### src/design/lsu_pkg.sv
package lsu_pkg;

    ////////////////////////////////////////
    // widths and sizes
    ////////////////////////////////////////
    localparam int BEAT_W     = 64;
    localparam int ENTRY_W    = 128;
    localparam int LANES      = 16;
    localparam int LANE_AW    = $clog2(LANES);
    localparam int SRAM_AW    = 8;
    localparam int SRAM_DEPTH = 1 << SRAM_AW;
    // byte address inside a RAM, entry on top of lane
    localparam int SRAM_BAW   = SRAM_AW + LANE_AW;
    localparam int DRAM_AW    = 31;
    localparam int ID_W       = 8;
    localparam int LEN_W      = 8;
    localparam int ROW_W      = 4;

    typedef logic [BEAT_W-1:0]   beat_t;
    typedef logic [ENTRY_W-1:0]  entry_t;
    typedef logic [SRAM_AW-1:0]  sram_addr_t;
    typedef logic [SRAM_BAW-1:0] sram_baddr_t;
    typedef logic [LANES-1:0]    lane_mask_t;
    typedef logic [LANE_AW-1:0]  lane_idx_t;
    typedef logic [DRAM_AW-1:0]  dram_addr_t;
    typedef logic [ID_W-1:0]     axi_id_t;
    typedef logic [LEN_W-1:0]    axi_len_t;

    ////////////////////////////////////////
    // commands from the controller
    ////////////////////////////////////////

    // dram to iram/wram burst
    typedef struct packed {
        dram_addr_t       dram_addr;
        logic [LEN_W-1:0] cnt_m1;     // entries minus one, up to 127
        sram_addr_t       sram_addr;
        logic             target;     // 0 iram, 1 wram
    } load_cmd_t;

    // row feed of one RAM toward the mxu
    typedef struct packed {
        sram_addr_t       start_entry;
        lane_idx_t        start_lane;
        lane_idx_t        col_len;
        logic [ROW_W-1:0] row_len;    // rows minus one
        logic             row_dir;    // 1 ascending
    } feed_cmd_t;

endpackage

### src/design/sram_if.sv
`timescale 1ns/1ps

interface sram_if import lsu_pkg::*; ();

    // write side
    logic       wen;
    sram_addr_t waddr;
    entry_t     wdata;

    // read side, rdata one cycle after ren
    logic       ren;
    sram_addr_t raddr;
    entry_t     rdata;

    modport writer (
        output wen, waddr, wdata
    );

    modport reader (
        output ren, raddr,
        input  rdata
    );

    modport mem (
        input  wen, waddr, wdata, ren, raddr,
        output rdata
    );

endinterface

### src/design/load_buffer.sv
`timescale 1ns/1ps

module load_buffer import lsu_pkg::*; (
    input  logic       clk,
    input  logic       rst_n,
    input  logic       load_start,
    input  load_cmd_t  load_cmd,

    // axi read channels
    input  logic       arrdy,
    input  axi_id_t    rid,
    input  beat_t      rdata,
    input  logic       rlast,
    input  logic       rvld,
    output axi_id_t    arid,
    output dram_addr_t araddr,
    output axi_len_t   arlen,
    output logic       arvld,
    output logic       rrdy,

    output logic       done,
    sram_if.writer     iram_wr,
    sram_if.writer     wram_wr
);

    load_cmd_t  cmd_q;
    beat_t      low_q;
    entry_t     wdata_q;
    sram_addr_t waddr_q;
    axi_len_t   beat_cnt;
    logic       beat;
    logic       high_beat;
    logic       last_beat;
    logic       wr_q;
    logic       last_wr_q;

    // two beats per entry make the burst length odd
    assign araddr = cmd_q.dram_addr;
    assign arlen  = {cmd_q.cnt_m1[LEN_W-2:0], 1'b1};

    assign beat      = rvld & rrdy;
    assign high_beat = beat & beat_cnt[0];
    assign last_beat = beat & (beat_cnt == arlen);

    ////////////////////////////////////////
    // address phase and beat count
    ////////////////////////////////////////
    always_ff @(posedge clk or negedge rst_n) begin
        if (!rst_n) begin
            arid      <= '0;
            arvld     <= 1'b0;
            rrdy      <= 1'b0;
            beat_cnt  <= '0;
            wr_q      <= 1'b0;
            last_wr_q <= 1'b0;
        end else begin
            if (load_start) begin
                arid  <= arid + 1'b1;
                arvld <= 1'b1;
            end
            if (arvld && arrdy) begin
                arvld    <= 1'b0;
                rrdy     <= 1'b1;
                beat_cnt <= '0;
            end
            if (beat) begin
                beat_cnt <= beat_cnt + 1'b1;
            end
            if (last_beat) begin
                rrdy <= 1'b0;
            end
            // entry write lands one cycle after its high beat
            wr_q      <= high_beat;
            last_wr_q <= high_beat & last_beat;
        end
    end

    ////////////////////////////////////////
    // beat packing
    ////////////////////////////////////////
    always_ff @(posedge clk) begin
        if (load_start) begin
            cmd_q   <= load_cmd;
            waddr_q <= load_cmd.sram_addr;
        end else if (wr_q) begin
            waddr_q <= waddr_q + 1'b1;
        end
        if (beat && !beat_cnt[0]) begin
            low_q <= rdata;
        end
        // low beat sits in the lower half
        if (high_beat) begin
            wdata_q <= {rdata, low_q};
        end
    end

    assign done = last_wr_q;

    assign iram_wr.wen   = wr_q & ~cmd_q.target;
    assign iram_wr.waddr = waddr_q;
    assign iram_wr.wdata = wdata_q;

    assign wram_wr.wen   = wr_q & cmd_q.target;
    assign wram_wr.waddr = waddr_q;
    assign wram_wr.wdata = wdata_q;

    // slave framing must match the issued burst
    assert property (@(posedge clk) disable iff (!rst_n)
        beat |-> (rlast == (beat_cnt == arlen)));

    assert property (@(posedge clk) disable iff (!rst_n)
        beat |-> (rid == arid));

endmodule

### src/flat_wrapper.sv
// flat-port wrapper written by rule: the top's interface ports become plain ports
module load_buffer_flat import lsu_pkg::*;
  (clk, rst_n, load_start, load_cmd, arrdy, rid, rdata, rlast, rvld, arid, araddr, arlen, arvld, rrdy, done, iram_wr_wen, iram_wr_waddr, iram_wr_wdata, wram_wr_wen, wram_wr_waddr, wram_wr_wdata);
  sram_if iram_wr_i ();
  sram_if wram_wr_i ();
  input  logic clk;
  input  logic rst_n;
  input  logic load_start;
  input  load_cmd_t load_cmd;
  input  logic arrdy;
  input  axi_id_t rid;
  input  beat_t rdata;
  input  logic rlast;
  input  logic rvld;
  output axi_id_t arid;
  output dram_addr_t araddr;
  output axi_len_t arlen;
  output logic arvld;
  output logic rrdy;
  output logic done;
  output wire logic [$bits(iram_wr_i.wen)-1:0] iram_wr_wen;
  output wire logic [$bits(iram_wr_i.waddr)-1:0] iram_wr_waddr;
  output wire logic [$bits(iram_wr_i.wdata)-1:0] iram_wr_wdata;
  output wire logic [$bits(wram_wr_i.wen)-1:0] wram_wr_wen;
  output wire logic [$bits(wram_wr_i.waddr)-1:0] wram_wr_waddr;
  output wire logic [$bits(wram_wr_i.wdata)-1:0] wram_wr_wdata;
  assign iram_wr_wen = iram_wr_i.wen;
  assign iram_wr_waddr = iram_wr_i.waddr;
  assign iram_wr_wdata = iram_wr_i.wdata;
  assign wram_wr_wen = wram_wr_i.wen;
  assign wram_wr_waddr = wram_wr_i.waddr;
  assign wram_wr_wdata = wram_wr_i.wdata;
  load_buffer u_core (.clk(clk), .rst_n(rst_n), .load_start(load_start), .load_cmd(load_cmd), .arrdy(arrdy), .rid(rid), .rdata(rdata), .rlast(rlast), .rvld(rvld), .arid(arid), .araddr(araddr), .arlen(arlen), .arvld(arvld), .rrdy(rrdy), .done(done), .iram_wr(iram_wr_i), .wram_wr(wram_wr_i));
endmodule
### config.mk
export PLATFORM = sky130hd
export DESIGN_NAME = load_buffer_flat
export DESIGN_NICKNAME = d
export VERILOG_FILES = /design/src/design/lsu_pkg.sv /design/src/design/sram_if.sv /design/src/design/load_buffer.sv /design/src/flat_wrapper.sv
export SDC_FILE = /design/constraint.sdc
export NUM_CORES = 1
export LEC_CHECK = 0
export BUFFER_PORTS_ARGS = -buffer_cell sky130_fd_sc_hd__clkbuf_2
export CELL_PAD_IN_SITES_DETAIL_PLACEMENT = 0
export CELL_PAD_IN_SITES_GLOBAL_PLACEMENT = 1
export CORE_AREA = 5 5 173 175
export CTS_BUF_LIST = sky130_fd_sc_hd__clkbuf_16
export DETAILED_ROUTE_END_ITERATION = 7
export DIE_AREA = 0 0 178 180
export GPL_TIMING_DRIVEN = 0
export PLACE_DENSITY = 0.77
export SLEW_MARGIN = 40
export SYNTH_ARGS = -nofsm -noshare
export SYNTH_HDL_FRONTEND = slang
export SYNTH_SLANG_ARGS = --single-unit
### constraint.sdc
create_clock -name clk -period 5 [get_ports clk]
set_input_delay 0.5 -clock clk [delete_from_list [all_inputs] [get_ports clk]]
set_output_delay 0.5 -clock clk [all_outputs]
set_load 0.005 [all_outputs]
==> run_results.csv <==
group,metric,value,unit
die,initial_core_util,34.2,%
die,dieArea,32000,µm²
pwr,peakVddDrop,0.400,mV
cts,cts-root-buf,"clkbuf_16",
critical_path,end_kind,"flop",
global_routing,track_usage,14.3,%
cts,cts_max_level,1,
cts,clock_latency,0.53,ns
sta,clock.fmax,0.513,GHz
final_layout,area_delta_synth_final,39.2,%
pwr,switching_share,23.0,%
cts,clk_path_buf_depth,3,
detailed_routing,wirelength,24300,µm
detailed_routing,antenna_left,0,
cts,clkTransAtPathRegs,0.06,ns
logic_synthesis,yosysWarnings,0,
sta,setup_tns,0,ns
logic_synthesis,synth_nets,672,
die,die_w,178,µm
min_path,hold_end,"u_core.araddr[8]$_DFFE_PP_",
logic_synthesis,synthArstFlopShare,7.72,%
logic_synthesis,syn_inst,543,
pwr,seq_power_share,49.0,%
global_routing,top_usage_layer,"met2",
detailed_routing,drt-initial-drc-count,277,
logic_synthesis,synth_edf_count,239,
logic_synthesis,synth.yosys.seq_area_share,79.2,%
cts,cts_sinks,259,
min_path,hp-start,"load_cmd[25]",
placed_design,place_congestion,0.791,
critical_path,start_kind,"flop",
die,die_y,180,µm
cts,cts_resized,0,
global_routing,grt_pass1_vias,6008,
critical_path,reg2reg_to,"u_core.iram_wr.wdata[24]$_DFFE_PP_",
logic_synthesis,syn_area,9700,µm²
global_routing,grt_max_degree,71,
logic_synthesis,ys_ff_latch,259,
pwr,p_switching,1.32,mW
run,maxCapViolCount,0,
cts,post_cts_buffers,0,
detailed_routing,vias,5918,
global_routing,grt_util_met3,5.71,%
detailed_routing,drtPass1Iterations,4,
sta,worst_pin_slew,0.616,ns
sta,min_period_over_period,39.0,%
sta,setup-violations-final,0,
logic_synthesis,netlist-cell-type-count,37,
detailed_routing,wire_per_inst,17.1,µm
sta,clock_skew,0.0125,ns
global_routing,grt_first_pass_wirelength,35600,µm
sta,rsz0062_at_grt,"no",
sta,period_minus_slack,1.95,ns
min_path,whs_path_depth,1,
final_layout,final_layout_size_suffix_gt1_share,64.7,%
pwr,internal-power,4.42,mW
critical_path,path_class,"flop to flop",
detailed_routing,route.detailed.drc,0,
sta,slew_headroom,59.0,%
cts,cts_tree,"yes",
placed_design,portBuffers,438,
critical_path,timing.rr.start,"u_core.rrdy$_DFFE_PN0P_",
global_routing,antenna_found_initial,2,
cts,cts_inserted_buffers,28,
pwr,pwr_density_cell,426,nW/µm²
final_layout,fin_nets,1146,
pwr,leakage,6.00,nW
pwr,p_clk_share,37.6,%
critical_path,rrSetupSlack,3.05,ns
die,pin_count,450,
min_path,hp-class,"input pin to flop",
critical_path,rr_worst_depth,5,
critical_path,required,5.19,ns
pwr,p_comb_share,13.5,%
sta,hold_slack,0.145,ns
critical_path,cp_max_fo,70,
logic_synthesis,synthFlopType,"edfxtp_1",
global_routing,grt.overflow.total,0,
detailed_routing,via_per_inst,4.17,
run_status,outcome,"complete, no violations",
critical_path,arrival,2.14,ns
die,core_area,28300,µm²
placed_design,hpwl,18900,µm
logic_synthesis,syn_avg_cell_area,17.9,µm²
final_layout,n_antenna_cell,0,
sta,final_hold_viol_count,0,
global_routing,use_met1,16.5,%
sta,maxSlewViolCount,0,
die,num_rows,62,
global_routing,met2_usage,24.7,%
==> synth_stat cells, types with 2 or more instances <==
master	count	area share (%)
nand4_1	3	0.19
and3_1	2	0.13
buf_4	176	14
a21oi_1	4	0.21
nor3_1	2	0.10
mux2_2	2	0.23
nand3_1	12	0.62
nand2_1	16	0.62
xnor2_1	10	0.90
inv_1	4	0.15
mux2i_1	3	0.31
or4_1	2	0.15
o21ai_0	11	0.57
xor2_1	7	0.63
nor2_1	3	0.12
and2_1	2	0.13
nor2b_1	4	0.26
ha_1	3	0.39
edfxtp_1	239	74
dfrtp_1	20	5.2
or2_2	2	0.13
==> kinds of logic (layout without fill, tap and decap cells) <==
logic type / Yosys count / count (layout) / synth area share [%]
flip-flops: 259 / 259 / 79.2
other: 1 / 1 / 0.0387
multiplexers: 5 / 5 / 0.542
AND/OR/NAND/NOR: 53 / 53 / 2.89
buffers and inverters: 182 / 675 / 14.0
adder cells (fa/ha/maj): 3 / 3 / 0.387
XOR/XNOR: 17 / 17 / 1.54
AO/OA/AOI/OAI: 23 / 23 / 1.47
==> flip-flops by register name, indices dropped and copies added (netlist names), 7 cells and up <==
register and flops:
u_core.araddr 31, u_core.iram_wr.wdata 128, u_core.low_q 64, u_core.arid 8
u_core.arlen 7, u_core.beat_cnt 8, u_core.iram_wr.waddr 8
==> placed cells by master, fill, tap and decap left out, drive strengths merged, types with 3 or more instances in the layout <==
| cell | count |
|---|---|
| nand3 | 12 |
| xnor2 | 10 |
| clkinv | 10 |
| buf | 183 |
| o21ai | 11 |
| edfxtp | 239 |
| ha | 3 |
| a21oi | 4 |
| nor2b | 4 |
| nand2 | 17 |
| xor2 | 7 |
| clkbuf | 467 |
| bufinv | 6 |
| mux2i | 3 |
| nor2 | 3 |
| dfrtp | 20 |
| nand4 | 4 |
| inv | 7 |
==> layer usage <==
layer  up-vias  wire, µm
li1       2747         -
met1      2810      9000
met2       318     11900
met3        39      2830
met4         4       544
met5         -        27
==> worst max-delay path, stage by stage, from the launching register on <==
cell     delay [ns]
dfrtp_1        0.45
and2_1         0.18
buf_6          0.14
nand2_4        0.08
inv_8          0.37
buf_16         0.34
==> power by group through the flow <==
stage / sequential (mW) / clock (mW) / combinational, mW
floorplan: 2.84 / 0 / 0.342
global placement: 2.88 / 0 / 0.744
detailed placement: 2.86 / 0 / 0.794
CTS: 2.82 / 2.22 / 0.796
global route: 2.84 / 2.31 / 0.849
finish: 2.81 / 2.16 / 0.774
==> repair_timing <==
item                       in CTS  in global routing
setup endpoints to repair       0                  0
hold buffers                    1                  0
hold endpoints to repair       20                  0
==> how the worst max path moves through the flow <==
stage | from | end | slack (ns) | cells past startpoint
2_1_floorplan | rvld | u_core.beat_cnt[7]$_DFFE_PN0P_ | 1.04 | 6
4_1_cts | u_core.rrdy$_DFFE_PN0P_ | u_core.iram_wr.wdata[127]$_DFFE_PP_ | 3.00 | 5
3_3_place_gp | rvld | u_core.low_q[10]$_DFFE_PP_ | -0.90 | 3
3_5_place_dp | rvld | u_core.iram_wr.wdata[45]$_DFFE_PP_ | 2.87 | 6
5_1_grt | u_core.rrdy$_DFFE_PN0P_ | u_core.iram_wr.wdata[25]$_DFFE_PP_ | 2.90 | 5
6_report | u_core.rrdy$_DFFE_PN0P_ | u_core.iram_wr.wdata[24]$_DFFE_PP_ | 3.05 | 5
==> area by class of cell <==
| cell class | instances | area, µm² |
|---|---|---|
| Buffer | 178 | 1340 |
| Clock buffer | 29 | 726 |
| Clock inverter | 20 | 250 |
| Fill cell | 2481 | 14800 |
| Inverter | 4 | 22.5 |
| Multi-Input combinational cell | 102 | 673 |
| Sequential cell | 259 | 7680 |
| Tap cell | 384 | 480 |
| Timing Repair Buffer | 444 | 2330 |
==> stage by stage <==
stage / area, µm² / power (mW) / worst slack [ns] / std cells / util [%]
floorplan: 9700 / 3.19 / 1.04 / 543 / -
global placement: 12400 / 3.63 / -0.900 / 1365 / 43.7
detailed placement: 12500 / 3.65 / 2.87 / 1370 / 44.2
CTS: 13500 / 5.83 / 3.00 / 1420 / 47.7
global route: 13500 / 6.00 / 2.90 / 1420 / 47.7
finish: 13500 / 5.75 / 3.05 / 1420 / 47.7
(Power assumes the default switching activity.)
