==> src/design/lsu_pkg.sv <==
package lsu_pkg;

    ////////////////////////////////////////
    // widths and sizes
    ////////////////////////////////////////
    localparam int BEAT_W     = 64;
    localparam int ENTRY_W    = 128;
    localparam int LANES      = 16;
    localparam int LANE_AW    = $clog2(LANES);
    localparam int SRAM_AW    = 8;
    localparam int SRAM_DEPTH = 1 << SRAM_AW;
    // byte address inside a RAM, entry on top of lane
    localparam int SRAM_BAW   = SRAM_AW + LANE_AW;
    localparam int DRAM_AW    = 31;
    localparam int ID_W       = 8;
    localparam int LEN_W      = 8;
    localparam int ROW_W      = 4;

    typedef logic [BEAT_W-1:0]   beat_t;
    typedef logic [ENTRY_W-1:0]  entry_t;
    typedef logic [SRAM_AW-1:0]  sram_addr_t;
    typedef logic [SRAM_BAW-1:0] sram_baddr_t;
    typedef logic [LANES-1:0]    lane_mask_t;
    typedef logic [LANE_AW-1:0]  lane_idx_t;
    typedef logic [DRAM_AW-1:0]  dram_addr_t;
    typedef logic [ID_W-1:0]     axi_id_t;
    typedef logic [LEN_W-1:0]    axi_len_t;

    ////////////////////////////////////////
    // commands from the controller
    ////////////////////////////////////////

    // dram to iram/wram burst
    typedef struct packed {
        dram_addr_t       dram_addr;
        logic [LEN_W-1:0] cnt_m1;     // entries minus one, up to 127
        sram_addr_t       sram_addr;
        logic             target;     // 0 iram, 1 wram
    } load_cmd_t;

    // row feed of one RAM toward the mxu
    typedef struct packed {
        sram_addr_t       start_entry;
        lane_idx_t        start_lane;
        lane_idx_t        col_len;
        logic [ROW_W-1:0] row_len;    // rows minus one
        logic             row_dir;    // 1 ascending
    } feed_cmd_t;

endpackage

==> src/design/sram_if.sv <==
`timescale 1ns/1ps

interface sram_if import lsu_pkg::*; ();

    // write side
    logic       wen;
    sram_addr_t waddr;
    entry_t     wdata;

    // read side, rdata one cycle after ren
    logic       ren;
    sram_addr_t raddr;
    entry_t     rdata;

    modport writer (
        output wen, waddr, wdata
    );

    modport reader (
        output ren, raddr,
        input  rdata
    );

    modport mem (
        input  wen, waddr, wdata, ren, raddr,
        output rdata
    );

endinterface

==> src/design/ram_buffer.sv <==
`timescale 1ns/1ps

module ram_buffer import lsu_pkg::*; (
    input  logic       clk,
    input  logic       rst_n,
    input  logic       start,
    input  feed_cmd_t  cmd,
    sram_if.reader     rd,
    output lane_mask_t mxu_vld,
    output entry_t     mxu_pld,
    output logic       done
);

    sram_addr_t       addr_q;
    logic [ROW_W-1:0] rows_left;
    logic             dir_q;
    logic             active;
    logic             out_q;
    logic             last_q;
    lane_mask_t       mask_q;

    // lanes first..first+span, anything past lane 15 is dropped
    function automatic lane_mask_t lane_mask(lane_idx_t first, lane_idx_t span);
        logic [LANE_AW:0] last;
        lane_mask_t       m;
        last = first + span;
        for (int i = 0; i < LANES; i++) begin
            m[i] = (i >= first) && (i <= last);
        end
        return m;
    endfunction

    ////////////////////////////////////////
    // row read sequencer
    ////////////////////////////////////////
    assign rd.ren   = active;
    assign rd.raddr = addr_q;

    always_ff @(posedge clk or negedge rst_n) begin
        if (!rst_n) begin
            active    <= 1'b0;
            addr_q    <= '0;
            rows_left <= '0;
            dir_q     <= 1'b0;
            out_q     <= 1'b0;
            last_q    <= 1'b0;
        end else begin
            out_q  <= active;
            last_q <= active && (rows_left == '0);
            if (start) begin
                active    <= 1'b1;
                addr_q    <= cmd.start_entry;
                rows_left <= cmd.row_len;
                dir_q     <= cmd.row_dir;
            end else if (active) begin
                // wraps around the 256 entries either way
                addr_q    <= dir_q ? addr_q + 1'b1 : addr_q - 1'b1;
                rows_left <= rows_left - 1'b1;
                if (rows_left == '0) begin
                    active <= 1'b0;
                end
            end
        end
    end

    always_ff @(posedge clk) begin
        if (start) begin
            mask_q <= lane_mask(cmd.start_lane, cmd.col_len);
        end
    end

    ////////////////////////////////////////
    // output stage, aligned with rdata
    ////////////////////////////////////////
    assign mxu_vld = out_q ? mask_q : '0;
    assign mxu_pld = rd.rdata;
    assign done    = last_q;

endmodule

==> src/flat_wrapper.sv <==
// flat-port wrapper written by rule: the top's interface ports become plain ports
module ram_buffer_flat import lsu_pkg::*;
  (clk, rst_n, start, cmd, mxu_vld, mxu_pld, done, rd_ren, rd_raddr, rd_rdata);
  sram_if rd_i ();
  input  logic clk;
  input  logic rst_n;
  input  logic start;
  input  feed_cmd_t cmd;
  output lane_mask_t mxu_vld;
  output entry_t mxu_pld;
  output logic done;
  output wire logic [$bits(rd_i.ren)-1:0] rd_ren;
  output wire logic [$bits(rd_i.raddr)-1:0] rd_raddr;
  input wire logic [$bits(rd_i.rdata)-1:0] rd_rdata;
  assign rd_ren = rd_i.ren;
  assign rd_raddr = rd_i.raddr;
  assign rd_i.rdata = rd_rdata;
  ram_buffer u_core (.clk(clk), .rst_n(rst_n), .start(start), .cmd(cmd), .rd(rd_i), .mxu_vld(mxu_vld), .mxu_pld(mxu_pld), .done(done));
endmodule
==> config.mk <==
export PLATFORM = sky130hd
export DESIGN_NAME = ram_buffer_flat
export DESIGN_NICKNAME = d
export VERILOG_FILES = /design/src/design/lsu_pkg.sv /design/src/design/sram_if.sv /design/src/design/ram_buffer.sv /design/src/flat_wrapper.sv
export SDC_FILE = /design/constraint.sdc
export NUM_CORES = 1
export LEC_CHECK = 0
export ABC_AREA = 1
export BUFFER_PORTS_ARGS = -buffer_cell sky130_fd_sc_hd__clkbuf_2
export CORE_AREA = 2 2 118 120
export CTS_BUF_LIST = sky130_fd_sc_hd__clkbuf_16
export CTS_CLUSTER_SIZE = 14
export DETAILED_ROUTE_END_ITERATION = 10
export DIE_AREA = 0 0 120 122
export PLACE_DENSITY = 0.55
export SYNTH_ARGS = -nofsm -noshare
export SYNTH_HDL_FRONTEND = slang
export SYNTH_SLANG_ARGS = --single-unit
==> constraint.sdc <==
create_clock -name clk -period 1.9 [get_ports clk]
set_input_delay 0.095 -clock clk [delete_from_list [all_inputs] [get_ports clk]]
set_output_delay 0.095 -clock clk [all_outputs]
set_load 0.005 [all_outputs]
==> results.cfg, run 1 <==
[floorplan]
placementRows = 43
io_pins = 306
die-width_um = 120
core_area_mm2 = 0.0135
die-height_um = 122
start_util_pct = 22.5
dieArea_mm2 = 0.0146

[timing]
final.period_utilization_pct = 88.6
setup_viol_count_final = 0
slew_violations = 0
hold_viol = 0
worst_pin_slew_ps = 519
setup_tns_ps = 0
rsz0062_at_grt = false
finalCriticalPeriod_ps = 1680
fin_skew_ps = 6.54
maxSlewHeadroom_pct = 65.4
timing.fmax_ghz = 0.594

[global_route]
antenna_found_initial = 1
grt_pass1_wl_um = 10100
grt_pass1_vias = 2035
grt_usage_pct = 8.85
grt_max_degree = 19
overflow = 0

[synth]
synthCells = 390
syn-cell-area_mm2 = 0.00304
synth_top_cell_area_share_pct = 31.6
synth-seq-cells = 32
ys.flop_type = edfxtp_1
synth_common_cells = buf_4, nand2_1, inv_1
synth_edf_count = 16
synth.area.top_cells = buf_4, edfxtp_1, dfrtp_1, nand2_1, inv_1
syn_nets = 555
synth_area_leader_cell = buf_4
yosys_warnings = 0
yosysMostFrequentCell = buf_4
async_flop_share_pct = 50.0
avgSynthCellArea_um2 = 7.79
synth_cell_types = 33
ys_seq_area_share_pct = 29.0

[worst_setup_path]
cp_max_fo = 5
startpoint_type = flop
r2r_cells = 6
reg2reg_to = u_core.rd.raddr[4]$_DFFE_PN0P_
crit_arrival_ps = 1840
rrSetupSlack_ps = 220
end_kind = flop
r2r_start = u_core.dir_q$_DFFE_PN0P_
path_class = flop to flop
required_ps = 2060

[run_status]
status = finished, final reports clean

[placed_design]
globalplace.congestion = 0.914
port_buffers = 49
place_hpwl_um = 5150
dp_cells = 488

[detailed_routing]
routed_wl_um = 6520
wl_per_cell_um = 13.1
viasPerCell = 4.13
firstDrtPassIters = 4
detail_route.iter0.violations = 79
postRouteAntennaNets = 0
drc = 0
vias = 2056

[job]
drv_cap = 0

[clocking]
cts_made_buffers = 5
clockBufferDepth = 2
cts_tree = yes
clkTransAtPathRegs_ps = 60
cts_sinks = 32
h-tree-depth = 2
postCtsSetupBuffers = 0
clk_latency_ps = 280
ctsRootBufferMaster = clkbuf_16

[hold_path]
holdPathStages = 3
hp-start = cmd[18]
whs_endpoint = u_core.rd.raddr[5]$_DFFE_PN0P_
min_path_type = primary input to flop

[pwr]
ir_worst_vdd_v = 0.000289
powerDensity_mw_per_mm2 = 1050
p_leak_nw = 1.39

[final_layout]
finalNonFillerCells = 498
nets = 481
drive_above_1_share_pct = 22.4
syn2layout_area_growth_pct = -11.6
fillers = 1477
repair_timing:
action	CTS	global route
hold buffers	1	0
resized for setup	0	0
endpoints found under the setup margin	0	0
hold endpoints to repair	16	0
worst max-delay path by stage:
| stage | depth (start not counted) | end | from |
|---|---|---|---|
| global placement | 10 | u_core.mask_q[10]$_DFFE_PP_ | cmd[9] |
| CTS | 6 | u_core.rd.raddr[4]$_DFFE_PN0P_ | u_core.dir_q$_DFFE_PN0P_ |
| finish | 6 | u_core.rd.raddr[4]$_DFFE_PN0P_ | u_core.dir_q$_DFFE_PN0P_ |
| floorplan | 7 | u_core.rd.raddr[6]$_DFFE_PN0P_ | u_core.dir_q$_DFFE_PN0P_ |
| global route | 10 | u_core.rd.raddr[7]$_DFFE_PN0P_ | u_core.dir_q$_DFFE_PN0P_ |
| detailed placement | 10 | u_core.mask_q[10]$_DFFE_PP_ | cmd[9] |
routing by layer:
layer,share of wire [%],global-route usage (%),wire length [µm],up-vias
met4,9.7,10.2,633,0
li1,-,-,-,951
met5,0,0,0,-
met1,39,9.19,2560,942
met2,43,13.4,2820,94
met3,7.8,2.67,507,69
state kept, by name (all words and copies together), names as in the netlist:
name              cells
u_core.rows_left      4
u_core.dir_q          1
u_core.rd.raddr       8
u_core.done           1
u_core.mask_q        16
u_core.rd.ren         1
u_core.out_q          1
power breakdown:
group          switching [mW]  internal (mW)
Clock                   0.292          0.476
Sequential              0.120          0.884
Combinational           0.611          0.441
cells by family after synthesis:
group | Yosys count | share of synthesized area [%]
buffers and inverters | 185 | 39.2
AO/OA/AOI/OAI | 35 | 7.37
adder cells (fa/ha/maj) | 13 | 5.85
XOR/XNOR | 6 | 1.73
AND/OR/NAND/NOR | 119 | 16.9
flip-flops | 32 | 29.0
through the flow:
| stage | area [µm²] | util, % | power, mW | worst slack [ps] | hold WS (ps) |
|---|---|---|---|---|---|
| detailed placement | 2540 | 18.8 | 2.08 | 89.8 | 54.2 |
| global route | 2690 | 19.9 | 3.07 | 61.7 | 45.6 |
| floorplan | 3040 | - | 1.92 | 367 | -201 |
| global placement | 2540 | 18.8 | 2.06 | 147 | 45.5 |
| CTS | 2690 | 19.9 | 2.87 | 221 | 35.6 |
| finish | 2690 | 19.9 | 2.82 | 216 | 37.2 |
final cells by class:
cell class / count / area, µm² / share of cell area (%)
inverters: 51 / 194 / 7.22
diodes: 1 / 2.50 / 0.0931
repair buffers: 53 / 278 / 10.3
well taps: 180 / 225 / 8.38
multi-input cells: 173 / 968 / 36.0
flip-flops and latches: 32 / 881 / 32.8
clock inverters: 3 / 13.8 / 0.512
clock buffers: 5 / 125 / 4.66
worst max-delay path: stages, from the launching register on:
cell and delay [ps]:
dfrtp_1 420, inv_1 170, ha_1 310, or2_2 320
nand2_1 90, xor2_1 170, o21ai_0 100
placed cells by master, fill, tap and decap left out:
cell and count:
and2_1 1, o211ai_2 1, xor2_1 3, clkinv_2 2, a22oi_1 5, nand2_4 2, diode_2 1, o211ai_1 3
xnor2_1 3, o21ai_0 9, dfrtp_1 16, nand2_1 67, nand4_1 1, a21oi_1 8, a31oi_1 4, nor3_1 1
nand2_2 4, nor2_2 1, clkbuf_2 49, nand3b_1 4, fa_1 2, o22ai_1 1, ha_1 11, a21oi_2 1
clkbuf_16 5, inv_1 50, dlygate4sd3_1 1, o221ai_1 3, edfxtp_1 16, or2_2 1, buf_4 3, inv_2 1
nand3_1 13, inv_4 1, nor2_1 24
(Power assumes the default switching activity.)
==> inputs of run 2 (changes only) <==
--- a/config.mk
+++ b/config.mk
@@ -7,12 +7,13 @@
 export LEC_CHECK = 0
 export ABC_AREA = 1
 export BUFFER_PORTS_ARGS = -buffer_cell sky130_fd_sc_hd__clkbuf_2
-export CORE_AREA = 2 2 118 120
+export CORE_AREA = 4 4 117 119
 export CTS_BUF_LIST = sky130_fd_sc_hd__clkbuf_16
 export CTS_CLUSTER_SIZE = 14
 export DETAILED_ROUTE_END_ITERATION = 10
-export DIE_AREA = 0 0 120 122
-export PLACE_DENSITY = 0.55
+export DIE_AREA = 0 0 121 123
+export MAX_ROUTING_LAYER = met4
+export PLACE_DENSITY = 0.57
 export SYNTH_ARGS = -nofsm -noshare
 export SYNTH_HDL_FRONTEND = slang
 export SYNTH_SLANG_ARGS = --single-unit
==> run 2 against run 1 <==
Effect of this change:
- flip-flop and latch count unchanged
- sequential share of layout area up 0.15 points
- worst hold slack better by 4.0 ps
- largest cell class unchanged
- sequential power about the same
- maximum frequency down 2.4%
==> results.cfg, run 2 (synthesis results as in run 1) <==
[placed_design]
globalplace.congestion = 0.864
port_buffers = 49
place_hpwl_um = 5000
post_dp_cell_area_mm2 = 0.00253

[pwr]
powerDensity_mw_per_mm2 = 1040
p_leak_nw = 1.39
ir_worst_vdd_v = 0.000344

[clocking]
ctsRootBufferMaster = clkbuf_16
clk_latency_ps = 270
postCtsResizedCells = 0
cts_made_buffers = 5
cts_sinks = 32
clockBufferDepth = 2
postCtsHoldBufs = 1
clkTransAtPathRegs_ps = 50
cts_tree = yes
h-tree-depth = 2
postCtsSetupBuffers = 0

[detailed_routing]
detail_route.iter0.violations = 96
viasPerCell = 4.07
drc = 0
vias = 1995
firstDrtPassIters = 4
postRouteAntennaNets = 0
routed_wl_um = 6180
wl_per_cell_um = 12.6

[worst_setup_path]
crit_buf_inv = 1
critPathTopFamily = simple AND/OR/NAND/NOR gates
crit_arrival_ps = 1880
required_ps = 2060
end_kind = flop
startpoint_type = flop
path_class = flop to flop
worst_path_max_delay_cell = dfrtp_1
crit_top_cell = nand3b_1
crit_chain = inv_1, ha_1, or2_2, nand3b_1, nand3b_1, nand3_1, nand2_1
max_stage_delay_ps = 410
cp_max_fo = 7

[final_layout]
syn2layout_area_growth_pct = -12.0
mostFrequentLayoutCell = nand2_1
fillers = 1415
drive_above_1_share_pct = 21.8
seq_area_um2 = 881
multi_input_area_um2 = 968
regMostFlops = u_core.mask_q
final_cell_mix = nand2_1, inv_1, clkbuf_2, nor2_1
largest_register_ffs = 16
fin_area_mm2 = 0.00268
nets = 481

[timing]
rsz0062_at_grt = false
fin_skew_ps = 2.80
slew_violations = 0
setup_tns_ps = 0
maxSlewHeadroom_pct = 67.2
final.period_utilization_pct = 90.8
timing.fmax_ghz = 0.579
setup_viol_count_final = 0
finalCriticalPeriod_ps = 1730
hold_viol = 0
worst_pin_slew_ps = 492

[floorplan]
start_util_pct = 24.2
die-height_um = 123
core_area_mm2 = 0.0126
placementRows = 41
io_pins = 306
dieArea_mm2 = 0.0149
die-width_um = 121

[global_route]
grt_max_degree = 20
grt_pass1_vias = 2023
antenna_found_initial = 1
grt_usage_pct = 8.32
grt_pass1_wl_um = 9720
overflow = 0

[hold_path]
min_path_type = primary input to flop

[run_status]
status = finished, final reports clean

[job]
drv_cap = 0
## run 2: tightest hold or removal path: stages
cell      delay (ps)
clkbuf_2          80
nand2_1           40
o21ai_0           60
## run 2: final timing paths
| check | start | to | slack [ps] | cells after the start |
|---|---|---|---|---|
| setup / recovery | u_core.dir_q$_DFFE_PN0P_ | u_core.rd.raddr[6]$_DFFE_PN0P_ | 170 | 7 |
| hold / removal | cmd[0] | u_core.dir_q$_DFFE_PN0P_ | 40 | 3 |
| setup reg to reg | u_core.dir_q$_DFFE_PN0P_ | u_core.rd.raddr[6]$_DFFE_PN0P_ | 170 | 7 |
| hold reg to reg | u_core.rows_left[0]$_DFFE_PN0P_ | u_core.rows_left[0]$_DFFE_PN0P_ | 510 | 1 |
| max in group asynchronous | rst_n | u_core.done$_DFF_PN0_ | 1300 | 2 |
| min in group asynchronous | rst_n | u_core.rd.raddr[2]$_DFFE_PN0P_ | 300 | 2 |
## run 2: area by class of cell
class,count,area share [%]
repair buffers,53,10.4
clock inverters,3,0.421
flip-flops and latches,32,32.9
inverters,51,7.25
diodes,1,0.0935
well taps,172,8.04
clock buffers,5,4.68
multi-input cells,173,36.2
## run 2: through the flow
stage / cells / power, mW / hold WS, ps / util (%) / worst slack, ps
floorplan: 390 / 1.92 / -201 / - / 367
global route: 490 / 3.04 / 47.4 / 21.3 / 0.531
detailed placement: 480 / 2.07 / 52.0 / 20.1 / 65.3
global placement: 480 / 2.05 / 41.2 / 20.1 / 151
CTS: 489 / 2.83 / 41.1 / 21.3 / 167
finish: 490 / 2.79 / 41.2 / 21.3 / 174
## run 2: where the power goes
group / switching (mW) / total, mW / internal (mW)
registers: 0.114 / 0.998 / 0.884
logic: 0.606 / 1.05 / 0.439
clock network: 0.274 / 0.745 / 0.471
total: 0.994 / 2.79 / 1.79
## run 2: metal layers
| layer | GRT usage (%) | part of all wire, % |
|---|---|---|
| met1 | 9.51 | 41 |
| met2 | 11.7 | 43 |
| met3 | 2.93 | 8.3 |
| met4 | 6.73 | 6.9 |
| met5 | - | 0 |
==> inputs of run 3 (changes only) <==
--- a/config.mk
+++ b/config.mk
@@ -7,13 +7,16 @@
 export LEC_CHECK = 0
 export ABC_AREA = 1
 export BUFFER_PORTS_ARGS = -buffer_cell sky130_fd_sc_hd__clkbuf_2
-export CORE_AREA = 4 4 117 119
+export CELL_PAD_IN_SITES_DETAIL_PLACEMENT = 1
+export CELL_PAD_IN_SITES_GLOBAL_PLACEMENT = 2
+export CORE_ASPECT_RATIO = 0.8
+export CORE_MARGIN = 4
+export CORE_UTILIZATION = 17
 export CTS_BUF_LIST = sky130_fd_sc_hd__clkbuf_16
 export CTS_CLUSTER_SIZE = 14
 export DETAILED_ROUTE_END_ITERATION = 10
-export DIE_AREA = 0 0 121 123
 export MAX_ROUTING_LAYER = met4
-export PLACE_DENSITY = 0.57
+export PLACE_DENSITY = 0.81
 export SYNTH_ARGS = -nofsm -noshare
 export SYNTH_HDL_FRONTEND = slang
 export SYNTH_SLANG_ARGS = --single-unit
==> run 3 against run 2 <==
Effect of this change:
- maximum frequency shrank 1.1%
- clock skew increased by 1.2 ps
- combinational power about the same
- clock power increased by 4.0%
- final area rose by 2.5%
- critical path depth is the same
- count of clock-buffer cells in the layout did not move
- register-to-register slack worse by 20 ps
- sequential power barely moved
- worst hold slack got worse by 4.1 ps
- total power grew 2.5%
- setup slack lost 19 ps
==> results.cfg, run 3 (synthesis results as in run 1) <==
[floorplan]
io_pins = 306
start_util_pct = 17.4
die-width_um = 157
die-height_um = 128
dieArea_mm2 = 0.0201
placementRows = 43
core_area_mm2 = 0.0174

[detailed_routing]
routed_wl_um = 6880
detail_route.iter0.violations = 73
wl_per_cell_um = 12.7
drc = 0
postRouteAntennaNets = 0
firstDrtPassIters = 4
vias = 2053
viasPerCell = 3.79

[pwr]
powerDensity_mw_per_mm2 = 1040
p_leak_nw = 1.39
p_total_mw = 2.86
ir_worst_vdd_v = 0.000351

[global_route]
grtUsageMet3_pct = 3.32
grt_max_degree = 23
grt_usage_pct = 7.17
grt_pass1_wl_um = 11100
grt_use_met2_pct = 10.0
met1_usage_pct = 8.59
overflow = 0
antenna_found_initial = 0
busiest_layer = met2
grt_pass1_vias = 2143

[final_layout]
syn2layout_area_growth_pct = -9.80
antennaDiodeCount = 0
seq_area_um2 = 881
fillers = 2128
final_cell_mix = nand2_1, inv_1, clkbuf_2, nor2_1
nets = 481
largest_register_ffs = 16
fin_area_mm2 = 0.00274
multi_input_area_um2 = 968
drive_above_1_share_pct = 22.1
mostFrequentLayoutCell = nand2_1
regMostFlops = u_core.mask_q

[worst_setup_path]
end_kind = flop
startpoint_type = flop
required_ps = 2070
cp_max_fo = 7
crit_arrival_ps = 1910
path_class = flop to flop
rrSetupSlack_ps = 160

[timing]
worst_pin_slew_ps = 484
setup_tns_ps = 0
setup_viol_count_final = 0
maxSlewHeadroom_pct = 67.7
hold_viol = 0
final.period_utilization_pct = 91.8
slew_violations = 0
rsz0062_at_grt = false
timing.fmax_ghz = 0.573
fin_skew_ps = 4.00
setup_ws_ps = 155
finalCriticalPeriod_ps = 1740

[placed_design]
pre_cts_ws_ps = 111
post_dp_cell_area_mm2 = 0.00259
port_buffers = 49
globalplace.congestion = 0.845
place_hpwl_um = 5590

[clocking]
ctsRootBufferMaster = clkbuf_16
clockBufferDepth = 2
postCtsSetupBuffers = 0
clkTransAtPathRegs_ps = 50
clk_latency_ps = 280
cts_made_buffers = 5
cts_tree = yes
cts_sinks = 32
h-tree-depth = 2

[hold_path]
min_path_type = primary input to flop

[job]
drv_cap = 0

[run_status]
status = finished, final reports clean
run 3: where the power goes:
group / internal (mW) / switching [mW] / leakage (nW)
logic: 0.439 / 0.641 / 0.972
registers: 0.884 / 0.119 / 0.343
clock network: 0.476 / 0.300 / 0.0710
run 3: layout make-up:
type	instances	area share, %
clock inverters	3	0.502
multi-input cells	173	35.3
flip-flops and latches	32	32.1
repair buffers	53	10.1
well taps	225	10.3
inverters	51	7.07
clock buffers	5	4.56
run 3: critical path, stage by stage (launching register included):
cell	delay, ps
dfrtp_1	410
inv_1	240
ha_1	320
or2_2	320
nand3b_1	110
nand3b_1	90
nand3_1	100
nand2_1	50
run 3: per-layer routing:
metal  share of wire (%)  up-vias  wire [µm]
met5                   0        -          0
met4                 2.6        0        177
met3                 8.5       16        588
met2                  44      103       3020
met1                  45      992       3090
li1                    -      942          -
run 3: repair_timing:
item                      4_1_cts  5_1_grt
hold endpoints to repair       16        0
gates resized for setup         0        0
hold buffers                    1        0
run 3: per-stage QoR:
step                util [%]  hold WS (ps)  instances
floorplan                  -          -201        390
global placement        14.9          47.4        533
detailed placement      14.9          71.8        533
CTS                     15.7          41.2        542
global route            15.7          61.4        542
finish                  15.7          37.1        542
run 3: path summary, 6_finish.rpt:
| check | from | end | depth (start not counted) |
|---|---|---|---|
| max | u_core.dir_q$_DFFE_PN0P_ | u_core.rd.raddr[6]$_DFFE_PN0P_ | 7 |
| min | cmd[0] | u_core.dir_q$_DFFE_PN0P_ | 3 |
| max reg2reg | u_core.dir_q$_DFFE_PN0P_ | u_core.rd.raddr[6]$_DFFE_PN0P_ | 7 |
| min reg2reg | u_core.rd.ren$_DFF_PN0_ | u_core.out_q$_DFF_PN0_ | 0 |
| max in group asynchronous | rst_n | u_core.out_q$_DFF_PN0_ | 2 |
| min in group asynchronous | rst_n | u_core.rd.raddr[5]$_DFFE_PN0P_ | 2 |
